`src/dem_uart_pkg.sv`:
```
// uart register map and character types.
package dem_uart_pkg;

  typedef logic [7:0] uart_char_t;            // one character, also a register byte.
  typedef logic [2:0] uart_reg_addr_t;        // register index, word addressed.

  // ~~~~~~~~~~~~~~~~~~~~~~~~~~~~~~~~~~~~~~~~~~~~~~~~~~~~~~~~~~~~~~~~~~~
  // 16550 register offsets
  // ~~~~~~~~~~~~~~~~~~~~~~~~~~~~~~~~~~~~~~~~~~~~~~~~~~~~~~~~~~~~~~~~~~~

  localparam uart_reg_addr_t REG_RBR_THR = 3'd0;  // rx buffer on read, tx holding on write.
  localparam uart_reg_addr_t REG_IER     = 3'd1;  // interrupt enable.
  localparam uart_reg_addr_t REG_IIR     = 3'd2;  // interrupt identification, read only.
  localparam uart_reg_addr_t REG_LSR     = 3'd5;  // line status, read only.

  // ~~~~~~~~~~~~~~~~~~~~~~~~~~~~~~~~~~~~~~~~~~~~~~~~~~~~~~~~~~~~~~~~~~~
  // status bits and identification codes
  // ~~~~~~~~~~~~~~~~~~~~~~~~~~~~~~~~~~~~~~~~~~~~~~~~~~~~~~~~~~~~~~~~~~~

  localparam int LSR_DR   = 0;                // data ready.
  localparam int LSR_THRE = 5;                // tx holding register empty.

  // ier bit 0 enables data ready, bit 1 enables thr empty.
  localparam int IER_RDA  = 0;
  localparam int IER_THRE = 1;

  localparam uart_char_t IIR_NONE = 8'h01;    // no interrupt pending.
  localparam uart_char_t IIR_THRE = 8'h02;    // tx holding register empty.
  localparam uart_char_t IIR_RDA  = 8'h04;    // received data available.

endpackage

```
`src/dii_pkg.sv`:
```
// debug interconnect definitions shared by the emulation engine and the top.
package dii_pkg;

  // ~~~~~~~~~~~~~~~~~~~~~~~~~~~~~~~~~~~~~~~~~~~~~~~~~~~~~~~~~~~~~~~~~~~
  // flit format
  // ~~~~~~~~~~~~~~~~~~~~~~~~~~~~~~~~~~~~~~~~~~~~~~~~~~~~~~~~~~~~~~~~~~~

  typedef logic [15:0] dii_word_t;            // one flit payload word.
  typedef logic [7:0]  dii_type_t;            // packet type, upper byte of flags.

  typedef struct packed {
    logic      valid;                         // flit present on the link.
    logic      last;                          // final flit of a packet.
    dii_word_t data;                          // flit word.
  } dii_flit;

  // ~~~~~~~~~~~~~~~~~~~~~~~~~~~~~~~~~~~~~~~~~~~~~~~~~~~~~~~~~~~~~~~~~~~
  // packet layout
  // ~~~~~~~~~~~~~~~~~~~~~~~~~~~~~~~~~~~~~~~~~~~~~~~~~~~~~~~~~~~~~~~~~~~

  localparam int DII_PKT_LEN = 4;             // dest, src, flags, payload.
  localparam int DII_IDX_W   = $clog2(DII_PKT_LEN);

  typedef logic [DII_IDX_W-1:0] dii_idx_t;    // flit position inside a packet.

  localparam dii_idx_t DII_POS_FLAGS   = dii_idx_t'(2);
  localparam dii_idx_t DII_POS_PAYLOAD = dii_idx_t'(DII_PKT_LEN - 1);
  localparam int       DII_TYPE_LSB    = 8;   // type code sits in flags[15:8].

  localparam dii_type_t DII_TYPE_EVENT = 8'h02;   // character event.
  localparam dii_type_t DII_TYPE_CTRL  = 8'h03;   // host control write.

  localparam dii_word_t DII_HOST_ID = 16'h0000;   // all events go to the host.

endpackage

```
`src/dem_uart_16550.sv`:
```
`timescale 1ns/1ns

module dem_uart_16550 (
  input  logic                         clk,
  input  logic                         rst_i,
  input  logic                         bus_req_i,      // held until ack.
  input  logic                         bus_write_i,
  input  dem_uart_pkg::uart_reg_addr_t bus_addr_i,
  input  dem_uart_pkg::uart_char_t     bus_wdata_i,
  output logic                         bus_ack_o,      // one cycle pulse.
  output dem_uart_pkg::uart_char_t     bus_rdata_o,
  output logic                         out_valid_o,    // tx char toward the engine.
  output dem_uart_pkg::uart_char_t     out_char_o,
  input  logic                         out_ready_i,
  input  logic                         in_valid_i,     // rx char from the engine.
  input  dem_uart_pkg::uart_char_t     in_char_i,
  output logic                         in_ready_o,
  input  logic                         drop_i,         // emulation off, discard tx.
  output logic                         irq_o
);

  import dem_uart_pkg::*;

  logic [1:0] ier;                                     // only two enables exist.
  logic       thr_full;                                // tx holding register busy.
  logic       tx_hold;                                 // out_valid already shown.
  logic       rbr_full;                                // data ready.
  uart_char_t rbr_char;

  logic       bus_go;                                  // request not yet served.
  logic       thr_wr;
  logic       rbr_rd;
  logic       ack_en;
  logic       int_rda;
  logic       int_thre;
  uart_char_t lsr;
  uart_char_t iir;
  uart_char_t rd_mux;

  // ~~~~~~~~~~~~~~~~~~~~~~~~~~~~~~~~~~~~~~~~~~~~~~~~~~~~~~~~~~~~~~~~~~~
  // bus handshake
  // ~~~~~~~~~~~~~~~~~~~~~~~~~~~~~~~~~~~~~~~~~~~~~~~~~~~~~~~~~~~~~~~~~~~

  assign bus_go = bus_req_i & ~bus_ack_o;              // ack high means already done.
  assign thr_wr = bus_go & bus_write_i & (bus_addr_i == REG_RBR_THR);
  assign rbr_rd = bus_go & ~bus_write_i & (bus_addr_i == REG_RBR_THR);
  assign ack_en = bus_go & ~(thr_wr & thr_full);       // thr write waits for space.

  always_ff @(posedge clk) begin
    if (rst_i) begin
      bus_ack_o <= 1'b0;
      ier       <= '0;
    end else begin
      bus_ack_o <= ack_en;
      if (ack_en && bus_write_i && (bus_addr_i == REG_IER)) begin
        ier <= bus_wdata_i[1:0];
      end
    end
  end

  // read data sampled on the acknowledged cycle.
  always_ff @(posedge clk) begin
    if (ack_en && !bus_write_i) begin
      bus_rdata_o <= rd_mux;
    end
  end

  // ~~~~~~~~~~~~~~~~~~~~~~~~~~~~~~~~~~~~~~~~~~~~~~~~~~~~~~~~~~~~~~~~~~~
  // transmit holding register
  // ~~~~~~~~~~~~~~~~~~~~~~~~~~~~~~~~~~~~~~~~~~~~~~~~~~~~~~~~~~~~~~~~~~~

  // once shown, valid stays up even if drop rises.
  assign out_valid_o = thr_full & (tx_hold | ~drop_i);

  always_ff @(posedge clk) begin
    if (rst_i) begin
      thr_full <= 1'b0;
      tx_hold  <= 1'b0;
    end else begin
      if (out_valid_o && out_ready_i) begin
        thr_full <= 1'b0;                              // handed to the engine.
        tx_hold  <= 1'b0;
      end else if (out_valid_o) begin
        tx_hold  <= 1'b1;                              // engine busy, keep offering.
      end else if (thr_full && drop_i) begin
        thr_full <= 1'b0;                              // disabled, throw char away.
      end
      if (thr_wr && !thr_full) begin
        thr_full <= 1'b1;
      end
    end
  end

  always_ff @(posedge clk) begin
    if (thr_wr && !thr_full) begin
      out_char_o <= bus_wdata_i;
    end
  end

  // ~~~~~~~~~~~~~~~~~~~~~~~~~~~~~~~~~~~~~~~~~~~~~~~~~~~~~~~~~~~~~~~~~~~
  // receive buffer register
  // ~~~~~~~~~~~~~~~~~~~~~~~~~~~~~~~~~~~~~~~~~~~~~~~~~~~~~~~~~~~~~~~~~~~

  assign in_ready_o = ~rbr_full;                       // one entry deep.

  always_ff @(posedge clk) begin
    if (rst_i) begin
      rbr_full <= 1'b0;
    end else begin
      if (rbr_rd) begin
        rbr_full <= 1'b0;                              // cpu consumed it.
      end
      if (in_valid_i && in_ready_o) begin
        rbr_full <= 1'b1;
      end
    end
  end

  always_ff @(posedge clk) begin
    if (in_valid_i && in_ready_o) begin
      rbr_char <= in_char_i;
    end
  end

  // ~~~~~~~~~~~~~~~~~~~~~~~~~~~~~~~~~~~~~~~~~~~~~~~~~~~~~~~~~~~~~~~~~~~
  // status, identification and interrupt
  // ~~~~~~~~~~~~~~~~~~~~~~~~~~~~~~~~~~~~~~~~~~~~~~~~~~~~~~~~~~~~~~~~~~~

  assign int_rda  = ier[IER_RDA] & rbr_full;
  assign int_thre = ier[IER_THRE] & ~thr_full;
  assign irq_o    = int_rda | int_thre;

  always_comb begin
    lsr           = '0;
    lsr[LSR_DR]   = rbr_full;
    lsr[LSR_THRE] = ~thr_full;
  end

  // rx data outranks thr empty.
  always_comb begin
    if (int_rda) begin
      iir = IIR_RDA;
    end else if (int_thre) begin
      iir = IIR_THRE;
    end else begin
      iir = IIR_NONE;
    end
  end

  always_comb begin
    case (bus_addr_i)
      REG_RBR_THR: rd_mux = rbr_char;
      REG_IER:     rd_mux = {6'b0, ier};
      REG_IIR:     rd_mux = iir;
      REG_LSR:     rd_mux = lsr;
      default:     rd_mux = '0;                        // unimplemented reads zero.
    endcase
  end

endmodule

```
`src/dem_uart_ahb3.sv`:
```
`timescale 1ns/1ns

module dem_uart_ahb3 (
  input  logic               clk,
  input  logic               rst_i,
  input  dii_pkg::dii_word_t id_i,
  input  dii_pkg::dii_flit   debug_in_i,
  output logic               debug_in_ready_o,
  output dii_pkg::dii_flit   debug_out_o,
  input  logic               debug_out_ready_i,
  output logic               irq_o,
  input  logic               ahb3_hsel_i,
  input  logic [15:0]        ahb3_haddr_i,
  input  logic [31:0]        ahb3_hwdata_i,
  input  logic               ahb3_hwrite_i,
  input  logic [1:0]         ahb3_htrans_i,
  output logic [31:0]        ahb3_hrdata_o,
  output logic               ahb3_hready_o,
  output logic               ahb3_hresp_o
);

  import dem_uart_pkg::*;

  logic           bus_req;
  logic           bus_write;
  uart_reg_addr_t bus_addr;
  uart_char_t     bus_wdata;
  logic           bus_ack;
  uart_char_t     bus_rdata;

  logic           out_valid;                           // register block to engine.
  uart_char_t     out_char;
  logic           out_ready;
  logic           in_valid;                            // engine to register block.
  uart_char_t     in_char;
  logic           in_ready;
  logic           drop;

  // ~~~~~~~~~~~~~~~~~~~~~~~~~~~~~~~~~~~~~~~~~~~~~~~~~~~~~~~~~~~~~~~~~~~
  // ahb3 to request/acknowledge mapping
  // ~~~~~~~~~~~~~~~~~~~~~~~~~~~~~~~~~~~~~~~~~~~~~~~~~~~~~~~~~~~~~~~~~~~

  assign bus_req   = ahb3_hsel_i & ahb3_htrans_i[1];   // nonseq or seq.
  assign bus_addr  = ahb3_haddr_i[4:2];                // word aligned registers.
  assign bus_write = ahb3_hwrite_i;
  assign bus_wdata = ahb3_hwdata_i[7:0];

  assign ahb3_hrdata_o = {4{bus_rdata}};               // byte on every lane.
  assign ahb3_hready_o = bus_ack;
  assign ahb3_hresp_o  = 1'b0;                         // always okay.

  dem_uart_emul u_emul (
    .clk               (clk),
    .rst_i             (rst_i),
    .id_i              (id_i),
    .debug_in_i        (debug_in_i),
    .debug_in_ready_o  (debug_in_ready_o),
    .debug_out_o       (debug_out_o),
    .debug_out_ready_i (debug_out_ready_i),
    .out_valid_i       (out_valid),
    .out_char_i        (out_char),
    .out_ready_o       (out_ready),
    .in_valid_o        (in_valid),
    .in_char_o         (in_char),
    .in_ready_i        (in_ready),
    .drop_o            (drop)
  );

  dem_uart_16550 u_16550 (
    .clk         (clk),
    .rst_i       (rst_i),
    .bus_req_i   (bus_req),
    .bus_write_i (bus_write),
    .bus_addr_i  (bus_addr),
    .bus_wdata_i (bus_wdata),
    .bus_ack_o   (bus_ack),
    .bus_rdata_o (bus_rdata),
    .out_valid_o (out_valid),
    .out_char_o  (out_char),
    .out_ready_i (out_ready),
    .in_valid_i  (in_valid),
    .in_char_i   (in_char),
    .in_ready_o  (in_ready),
    .drop_i      (drop),
    .irq_o       (irq_o)
  );

endmodule

```
`src/dem_uart_emul.sv`:
```
`timescale 1ns/1ns

module dem_uart_emul (
  input  logic                     clk,
  input  logic                     rst_i,
  input  dii_pkg::dii_word_t       id_i,               // our source id on the link.
  input  dii_pkg::dii_flit         debug_in_i,
  output logic                     debug_in_ready_o,
  output dii_pkg::dii_flit         debug_out_o,
  input  logic                     debug_out_ready_i,
  input  logic                     out_valid_i,        // char from the register block.
  input  dem_uart_pkg::uart_char_t out_char_i,
  output logic                     out_ready_o,
  output logic                     in_valid_o,         // char toward the register block.
  output dem_uart_pkg::uart_char_t in_char_o,
  input  logic                     in_ready_i,
  output logic                     drop_o              // high while emulation is off.
);

  import dii_pkg::*;
  import dem_uart_pkg::*;

  typedef enum logic [2:0] {
    tx_idle,
    tx_dest,
    tx_src,
    tx_flags,
    tx_payload
  } tx_state_t;

  tx_state_t  tx_state;
  tx_state_t  tx_next;
  uart_char_t tx_char;                                 // char being packed.

  dii_idx_t   rx_cnt;                                  // position of the next rx flit.
  dii_type_t  rx_type;                                 // type of the packet in flight.
  logic       rx_take;
  logic       rx_end;
  logic       rx_last_pos;
  logic       emul_en;                                 // host controlled enable.

  // ~~~~~~~~~~~~~~~~~~~~~~~~~~~~~~~~~~~~~~~~~~~~~~~~~~~~~~~~~~~~~~~~~~~
  // transmit, one char becomes one event packet
  // ~~~~~~~~~~~~~~~~~~~~~~~~~~~~~~~~~~~~~~~~~~~~~~~~~~~~~~~~~~~~~~~~~~~

  assign out_ready_o = (tx_state == tx_idle);          // accept only between packets.

  always_comb begin
    tx_next = tx_state;
    case (tx_state)
      tx_idle:    tx_next = out_valid_i ? tx_dest : tx_idle;
      tx_dest:    tx_next = debug_out_ready_i ? tx_src : tx_dest;
      tx_src:     tx_next = debug_out_ready_i ? tx_flags : tx_src;
      tx_flags:   tx_next = debug_out_ready_i ? tx_payload : tx_flags;
      tx_payload: tx_next = debug_out_ready_i ? tx_idle : tx_payload;
      default:    tx_next = tx_idle;
    endcase
  end

  always_ff @(posedge clk) begin
    if (rst_i) begin
      tx_state <= tx_idle;
    end else begin
      tx_state <= tx_next;
    end
  end

  always_ff @(posedge clk) begin
    if (out_valid_i && out_ready_o) begin
      tx_char <= out_char_i;                           // latch on handshake.
    end
  end

  // flit word follows the state; held as long as ready stays low.
  always_comb begin
    debug_out_o.valid = (tx_state != tx_idle);
    debug_out_o.last  = (tx_state == tx_payload);
    case (tx_state)
      tx_dest:    debug_out_o.data = DII_HOST_ID;
      tx_src:     debug_out_o.data = id_i;
      tx_flags:   debug_out_o.data = {DII_TYPE_EVENT, 8'h00};
      tx_payload: debug_out_o.data = {8'h00, tx_char};
      default:    debug_out_o.data = '0;
    endcase
  end

  // ~~~~~~~~~~~~~~~~~~~~~~~~~~~~~~~~~~~~~~~~~~~~~~~~~~~~~~~~~~~~~~~~~~~
  // receive, parse host packets
  // ~~~~~~~~~~~~~~~~~~~~~~~~~~~~~~~~~~~~~~~~~~~~~~~~~~~~~~~~~~~~~~~~~~~

  assign debug_in_ready_o = ~in_valid_o;               // stall while a char waits.
  assign rx_take          = debug_in_i.valid & debug_in_ready_o;
  assign rx_last_pos      = (rx_cnt == DII_POS_PAYLOAD);
  assign rx_end           = debug_in_i.last | rx_last_pos;  // resync on last.

  always_ff @(posedge clk) begin
    if (rst_i) begin
      rx_cnt     <= '0;
      in_valid_o <= 1'b0;
      emul_en    <= 1'b0;                              // start disabled.
    end else begin
      if (in_valid_o && in_ready_i) begin
        in_valid_o <= 1'b0;                            // char handed over.
      end
      if (rx_take) begin
        rx_cnt <= rx_end ? '0 : rx_cnt + 1'b1;
        if (rx_last_pos) begin
          if (rx_type == DII_TYPE_EVENT) begin
            in_valid_o <= 1'b1;
          end else if (rx_type == DII_TYPE_CTRL) begin
            emul_en <= debug_in_i.data[0];
          end
          // other types fall through and are dropped.
        end
      end
    end
  end

  always_ff @(posedge clk) begin
    if (rx_take && (rx_cnt == DII_POS_FLAGS)) begin
      rx_type <= debug_in_i.data[DII_TYPE_LSB +: 8];
    end
    if (rx_take && rx_last_pos && (rx_type == DII_TYPE_EVENT)) begin
      in_char_o <= debug_in_i.data[7:0];               // char in the low byte.
    end
  end

  assign drop_o = ~emul_en;

endmodule

```
`config.mk`:
```
export PLATFORM = sky130hd
export DESIGN_NAME = dem_uart_ahb3
export DESIGN_NICKNAME = d
export VERILOG_FILES = /design/src/dem_uart_pkg.sv /design/src/dii_pkg.sv /design/src/dem_uart_16550.sv /design/src/dem_uart_ahb3.sv /design/src/dem_uart_emul.sv
export SDC_FILE = /design/constraint.sdc
export NUM_CORES = 1
export LEC_CHECK = 0
export BUFFER_PORTS_ARGS = -buffer_cell sky130_fd_sc_hd__buf_4
export CAP_MARGIN = 10
export CORE_ASPECT_RATIO = 0.75
export CORE_MARGIN = 1.5
export CORE_UTILIZATION = 44
export DETAILED_ROUTE_END_ITERATION = 10
export PLACE_DENSITY = 0.84
export SYNTH_ARGS = -nofsm -noshare
export SYNTH_HDL_FRONTEND = slang
export SYNTH_SLANG_ARGS = --single-unit
export TNS_END_PERCENT = 5
```
`constraint.sdc`:
```
create_clock -name clk -period 1.85 [get_ports clk]
set_input_delay 0.2775 -clock clk [delete_from_list [all_inputs] [get_ports clk]]
set_output_delay 0.2775 -clock clk [all_outputs]
set_load 0.01 [all_outputs]
```
Yosys cells after proc, flatten, opt, wreduce, memory -nomap -nowiden:

Index checks and enable logic that the tools add are counted.

* bitwise operators: 23
* add/subtract/negate cells: 1
* reductions and logical operators: 20
* mux-type cells: 21
* equality and inequality tests: 12

Operators by type and width (count)
* $pmux 16 s3: 1
* $pmux 8 s4: 1
* $eq 8x2->1 const B: 2
* $pmux 3 s5: 1
* $and 1x1->1: 12
* $mux 1: 12
* $logic_and 1x1->1: 10
* $eq 3x2->1 const B: 3
* $mux 8: 1
* $not 1->1: 8
* $eq 3x1->1 const B: 2
* $eq 3x3->1 const B: 2
* $logic_not 3->1: 2
* $mux 2: 3
* $mux 3: 2
* $reduce_bool 3->1: 2
* $eq 2x2->1 const B: 2
* $reduce_and 4->1: 1
* $ne 3x3->1 const B: 1
* $or 1x1->1: 3
* $add 2x1->2 const B: 1
* $logic_not 1->1: 2
* $reduce_and 2->1: 1
* $reduce_bool 2->1: 1
* $reduce_or 2->1: 1

* output and inout port bits: 54
* input bits: 89
* word-level logic and storage cells: 92
* bits in registers: 61

Longest topological paths before layout:

* depth after elaboration: 9
* depth in mapped cells: 4
* depth with buffers taken out: 4

Cells and area by module:

From an unflattened synthesis, not the netlist that was laid out.

* cell total of the unflattened synthesis: 193
* area total of the unflattened synthesis: 2656.3 um^2

Modules (own cells, without submodules)
* dem_uart_emul: cells each 88, seq. area each 860.8 um^2, area an instance 1297.5 um^2, times used 1
* dem_uart_16550: cells each 78, seq. area each 840.8 um^2, area an instance 1161.1 um^2, times used 1
* dem_uart_ahb3: cells each 27, seq. area each 0.0 um^2, area an instance 197.7 um^2, times used 1

Least setup slack after synthesis:

No wires, ideal clock.

* kind: reg-to-reg
* from: register u_emul.tx_state[0]
* to: register u_emul.tx_char[0], enable pin
* period minus slack after synthesis: 1573 ps
* setup time: 370 ps
* cell stages (with the launch flop): 4
* required time: 1480 ps
* buffers on the path: 0
* arrival: 1203 ps
* setup slack: 277 ps
* path through: dfxtp_1 nor3_1 inv_1 nor2_1

* longest elaborated chain between the ends: 2

Ends and longest elaborated chain
* from (decl): RTL line dem_uart_emul.sv:31 `tx_state_t tx_state;`
* from (signal assigned): RTL line dem_uart_emul.sv:62 `tx_state <= tx_idle;`
* from (signal assigned): RTL line dem_uart_emul.sv:64 `tx_state <= tx_next;`
* $logic_not 3->1: RTL line dem_uart_emul.sv:46 `assign out_ready_o = (tx_state == tx_idle);`
* $logic_and 1x1->1: RTL line dem_uart_emul.sv:69 `if (out_valid_i && out_ready_o) begin`
* to (signal assigned): RTL line dem_uart_emul.sv:70 `tx_char <= out_char_i;`
* to (decl): RTL line dem_uart_emul.sv:33 `uart_char_t tx_char;`

No other way between the ends.
A chain may end at the register's enable or synchronous reset.

==> results.sh <==
export IMPL_status="completed"
export IMPL_clkTransAtPathRegs_ns=0.07
export IMPL_dieArea_mm2=0.006431
export IMPL_path_cells="nand2b_2 -> nor2_4 -> buf_12 -> and2_1 -> buf_4"
export IMPL_min_to="u_emul.in_char_o[7]"
export IMPL_chipHeight_um=69.83
export IMPL_fin_util_pct=61.61
export IMPL_worst_slew_pin_transition_ns=0.6081
export IMPL_period_minus_slack_ns=1.771
export IMPL_area_growth_pct=35.58
export IMPL_dpl_cell_area_mm2=0.003303
export IMPL_grt_max_degree=17
export IMPL_fillers=449
export IMPL_combPwrFrac_pct=5.9
export IMPL_syn_inst=191
export IMPL_critPathKind="register to output port"
export IMPL_worstSkewPairLatency_ns=0.33
export IMPL_postSynthAreaPerCell_um2=13.72
export IMPL_ys_flop_type="edfxtp_1"
export IMPL_synth_top_cell_area_share_pct=55.01
export IMPL_rrSetupSlack_ns=0.23
export IMPL_slowest_delay_ns=0.48
export IMPL_min_from="debug_in_i[7]"
export IMPL_cts_root_buf="clkbuf_8"
export IMPL_r2r_start="u_emul.rx_cnt[1]"
export IMPL_ant_nets=0
export IMPL_drv_slew=0
export IMPL_drtPass1Iterations=4
export IMPL_initial_core_util_pct=45.44
export IMPL_gp_congestion=0.8037
export IMPL_numPortBuffers=103
export IMPL_grt_pass1_vias=1671
export IMPL_cts_max_level=3
export IMPL_arrival_ns=1.49
export IMPL_yosys_warnings=0
export IMPL_grtUsageTotal_pct=16.08
export IMPL_skew_ns=0.008527
export IMPL_vias_per_cell=4.737
export IMPL_drive_above_1_share_pct=47.74
export IMPL_power_density_mw_per_mm2=795.7
export IMPL_ios=143
export IMPL_endpoint_kind="output port"
export IMPL_required_ns=1.57
export IMPL_yosysSeqAreaShare_pct=64.95
export IMPL_via_count=1729
export IMPL_layout_nets=373
export IMPL_synth_top_area_cell="edfxtp_1"
export IMPL_power_switching_w=0.0005519
export IMPL_max_freq_mhz=564.7
export IMPL_p_clk_share_pct=41.5
export IMPL_rows=24
export IMPL_cts_buffers_inserted=9
export IMPL_syn_area_mm2=0.002620
export IMPL_register_area_mm2=0.001702
export IMPL_async_flop_share_pct=0
export IMPL_cts_sinks=61
export IMPL_r2r_end="u_emul.in_char_o[4]"
export IMPL_n_antenna_cell=0
export IMPL_p_seq_share_pct=52.6
export IMPL_avgRoutedWirePerCell_um=13.65
export IMPL_wirelength_um=4983
export IMPL_antenna_found_initial=0
export IMPL_critical_path_top_delay_family="flip-flops"
export IMPL_r2r_cells=4
export IMPL_p_int_w=0.002274
export IMPL_multi_input_area_um2=695.7
export IMPL_numPlacedInstances=347
export IMPL_tns_ns=0
export IMPL_p_sw_share_pct=19.53
export IMPL_drc=0
export IMPL_die_w_um=92.11
export IMPL_hpwl_um=3785
export IMPL_clock_path_buffers=2
export IMPL_synth_fp_nets=282
export IMPL_finalPower_w=0.002826
export IMPL_final_common_cell="buf_4"
export IMPL_synth_edf_count=48
export IMPL_timing_critical_path_fanout_max=15
export IMPL_cts_tree="done"
export IMPL_ys_types=45
export IMPL_slowest_stage="dfxtp_1"
export IMPL_coreArea_mm2=0.005766
export IMPL_whs_path_depth=1
export IMPL_ys_ff_latch=61
export IMPL_worst_path_buf_inv=2
export IMPL_leakage_nw=1.478
export IMPL_final_cell_mix="106 x buf_4, 48 x edfxtp_1, 13 x dfxtp_1, 12 x nor2_1, 11 x clkbuf_8"
export IMPL_drt_iter0_drc=78
export IMPL_finalSetupViolations=0
export IMPL_max_slew_margin_rel_pct=59.31
export IMPL_hold_violations=0
export IMPL_post_route_period_util_pct=95.73
export IMPL_stdcell_area_mm2=0.003552
export IMPL_hp_class="input pin to register"
export IMPL_synth_area_leaders="edfxtp_1 55%, dfxtp_1 9.9%, buf_4 7.4%"
export IMPL_grt_pass1_wl_um=7838
export IMPL_start_kind="register"
export IMPL_grt_overflow_total=0
export IMPL_cap_violations=0
export IMPL_fin_cells=365
export IMPL_peakVddDrop_mv=0.6898
==> worst max path at each step <==
stage / start / depth (start not counted) / slack [ns] / end
floorplan: u_emul.tx_state[0] / 3 / 0.28 / u_emul.tx_char[0]
global placement: u_emul.rx_cnt[0] / 4 / 0.19 / u_emul.in_char_o[6]
detailed placement: u_emul.rx_cnt[0] / 4 / 0.17 / u_emul.in_char_o[6]
CTS: u_emul.tx_state[1] / 4 / 0.008 / debug_out_o[2]
global route: u_emul.tx_state[1] / 5 / -0.008 / debug_out_o[8]
finish: u_emul.tx_state[1] / 5 / 0.08 / debug_out_o[8]
==> state kept, by name (all words and copies together), names as in the netlist <==
register,flops
u_16550.rbr_full,1
u_emul.rx_cnt,2
u_16550.ier,2
u_16550.bus_ack_o,1
u_16550.rbr_char,8
u_16550.bus_rdata_o,8
u_16550.thr_full,1
u_emul.in_valid_o,1
u_emul.in_char_o,8
u_emul.tx_state,3
u_emul.rx_type,8
u_16550.out_char_o,8
u_16550.tx_hold,1
u_emul.emul_en,1
u_emul.tx_char,8
==> worst register-to-register path, cell delays in order, from the launching register on <==
cell	delay [ns]
dfxtp_1	0.37
ha_1	0.19
nor4bb_2	0.34
nand3_1	0.14
inv_1	0.25
==> logic make-up (layout without fill, tap and decap cells) <==
kind of cell             count (synthesis)  after routing  share of synthesized area, %
AND/OR/NAND/NOR                         64             64                         16.09
flip-flops                              61             61                         64.95
buffers and inverters                   33            129                         8.739
AO/OA/AOI/OAI                           25             25                         7.212
multiplexers                             4              4                         1.576
adder cells (fa/ha/maj)                  2              2                        0.9550
other                                    1              1                        0.1431
XOR/XNOR                                 1              1                        0.3343
==> routing by layer <==
| layer | share of wire [%] | track usage [%] | vias to the layer above |
|---|---|---|---|
| met5 | 0 | 0 | - |
| met1 | 41 | 18.64 | 793 |
| li1 | - | - | 857 |
| met4 | 1.4 | 8.034 | 0 |
| met3 | 6.8 | 4.825 | 8 |
| met2 | 51 | 27.08 | 71 |
==> power by group through the flow <==
| stage | logic [W] | registers [W] | clock network, W |
|---|---|---|---|
| 2_1_floorplan | 0.0000606 | 0.00152 | 0 |
| 3_3_place_gp | 0.000163 | 0.00152 | 0 |
| 3_5_place_dp | 0.000168 | 0.00152 | 0 |
| 4_1_cts | 0.000168 | 0.00149 | 0.00120 |
| 5_1_grt | 0.000182 | 0.00149 | 0.00126 |
| 6_report | 0.000167 | 0.00149 | 0.00117 |
==> repair_timing <==
| item | CTS | global route |
|---|---|---|
| hold buffers | 0 | 0 |
| setup buffers | 0 | 2 |
| endpoints found under the setup margin | 0 | 23 |
| gates resized for setup | 0 | 1 |
==> area by class of cell <==
type                    instances  area share [%]
clock buffers                  12           4.368
clock inverters                 4           1.338
inverters                       5          0.5284
multi-input cells              97           19.58
flip-flops and latches         61           47.90
well taps                      78           2.747
repair buffers                108           23.53
==> Yosys cell counts, types with 2 or more instances <==
library cell and count:
edfxtp_1 48, buf_4 26, dfxtp_1 13, nor2_1 12, nand2_1 9, a22o_1 8, and2_1 7, nand2b_1 7
inv_1 5, a21oi_1 4, and2_2 4, nor3_1 4, mux2i_1 3, nand3_1 3, a2bb2oi_1 2, a311oi_1 2
ha_1 2, nand4_1 2, nor3b_4 2, o21ai_0 2, or4_1 2
==> stage by stage <==
stage / hold slack [ns] / worst slack [ns]
6_report: 0.1206 / 0.07906
5_1_grt: 0.1054 / -0.008414
4_1_cts: 0.1081 / 0.007664
3_5_place_dp: 0.4045 / 0.1730
3_3_place_gp: 0.4004 / 0.1875
2_1_floorplan: 0.3764 / 0.2766
Power figures use the tool's default switching activity.
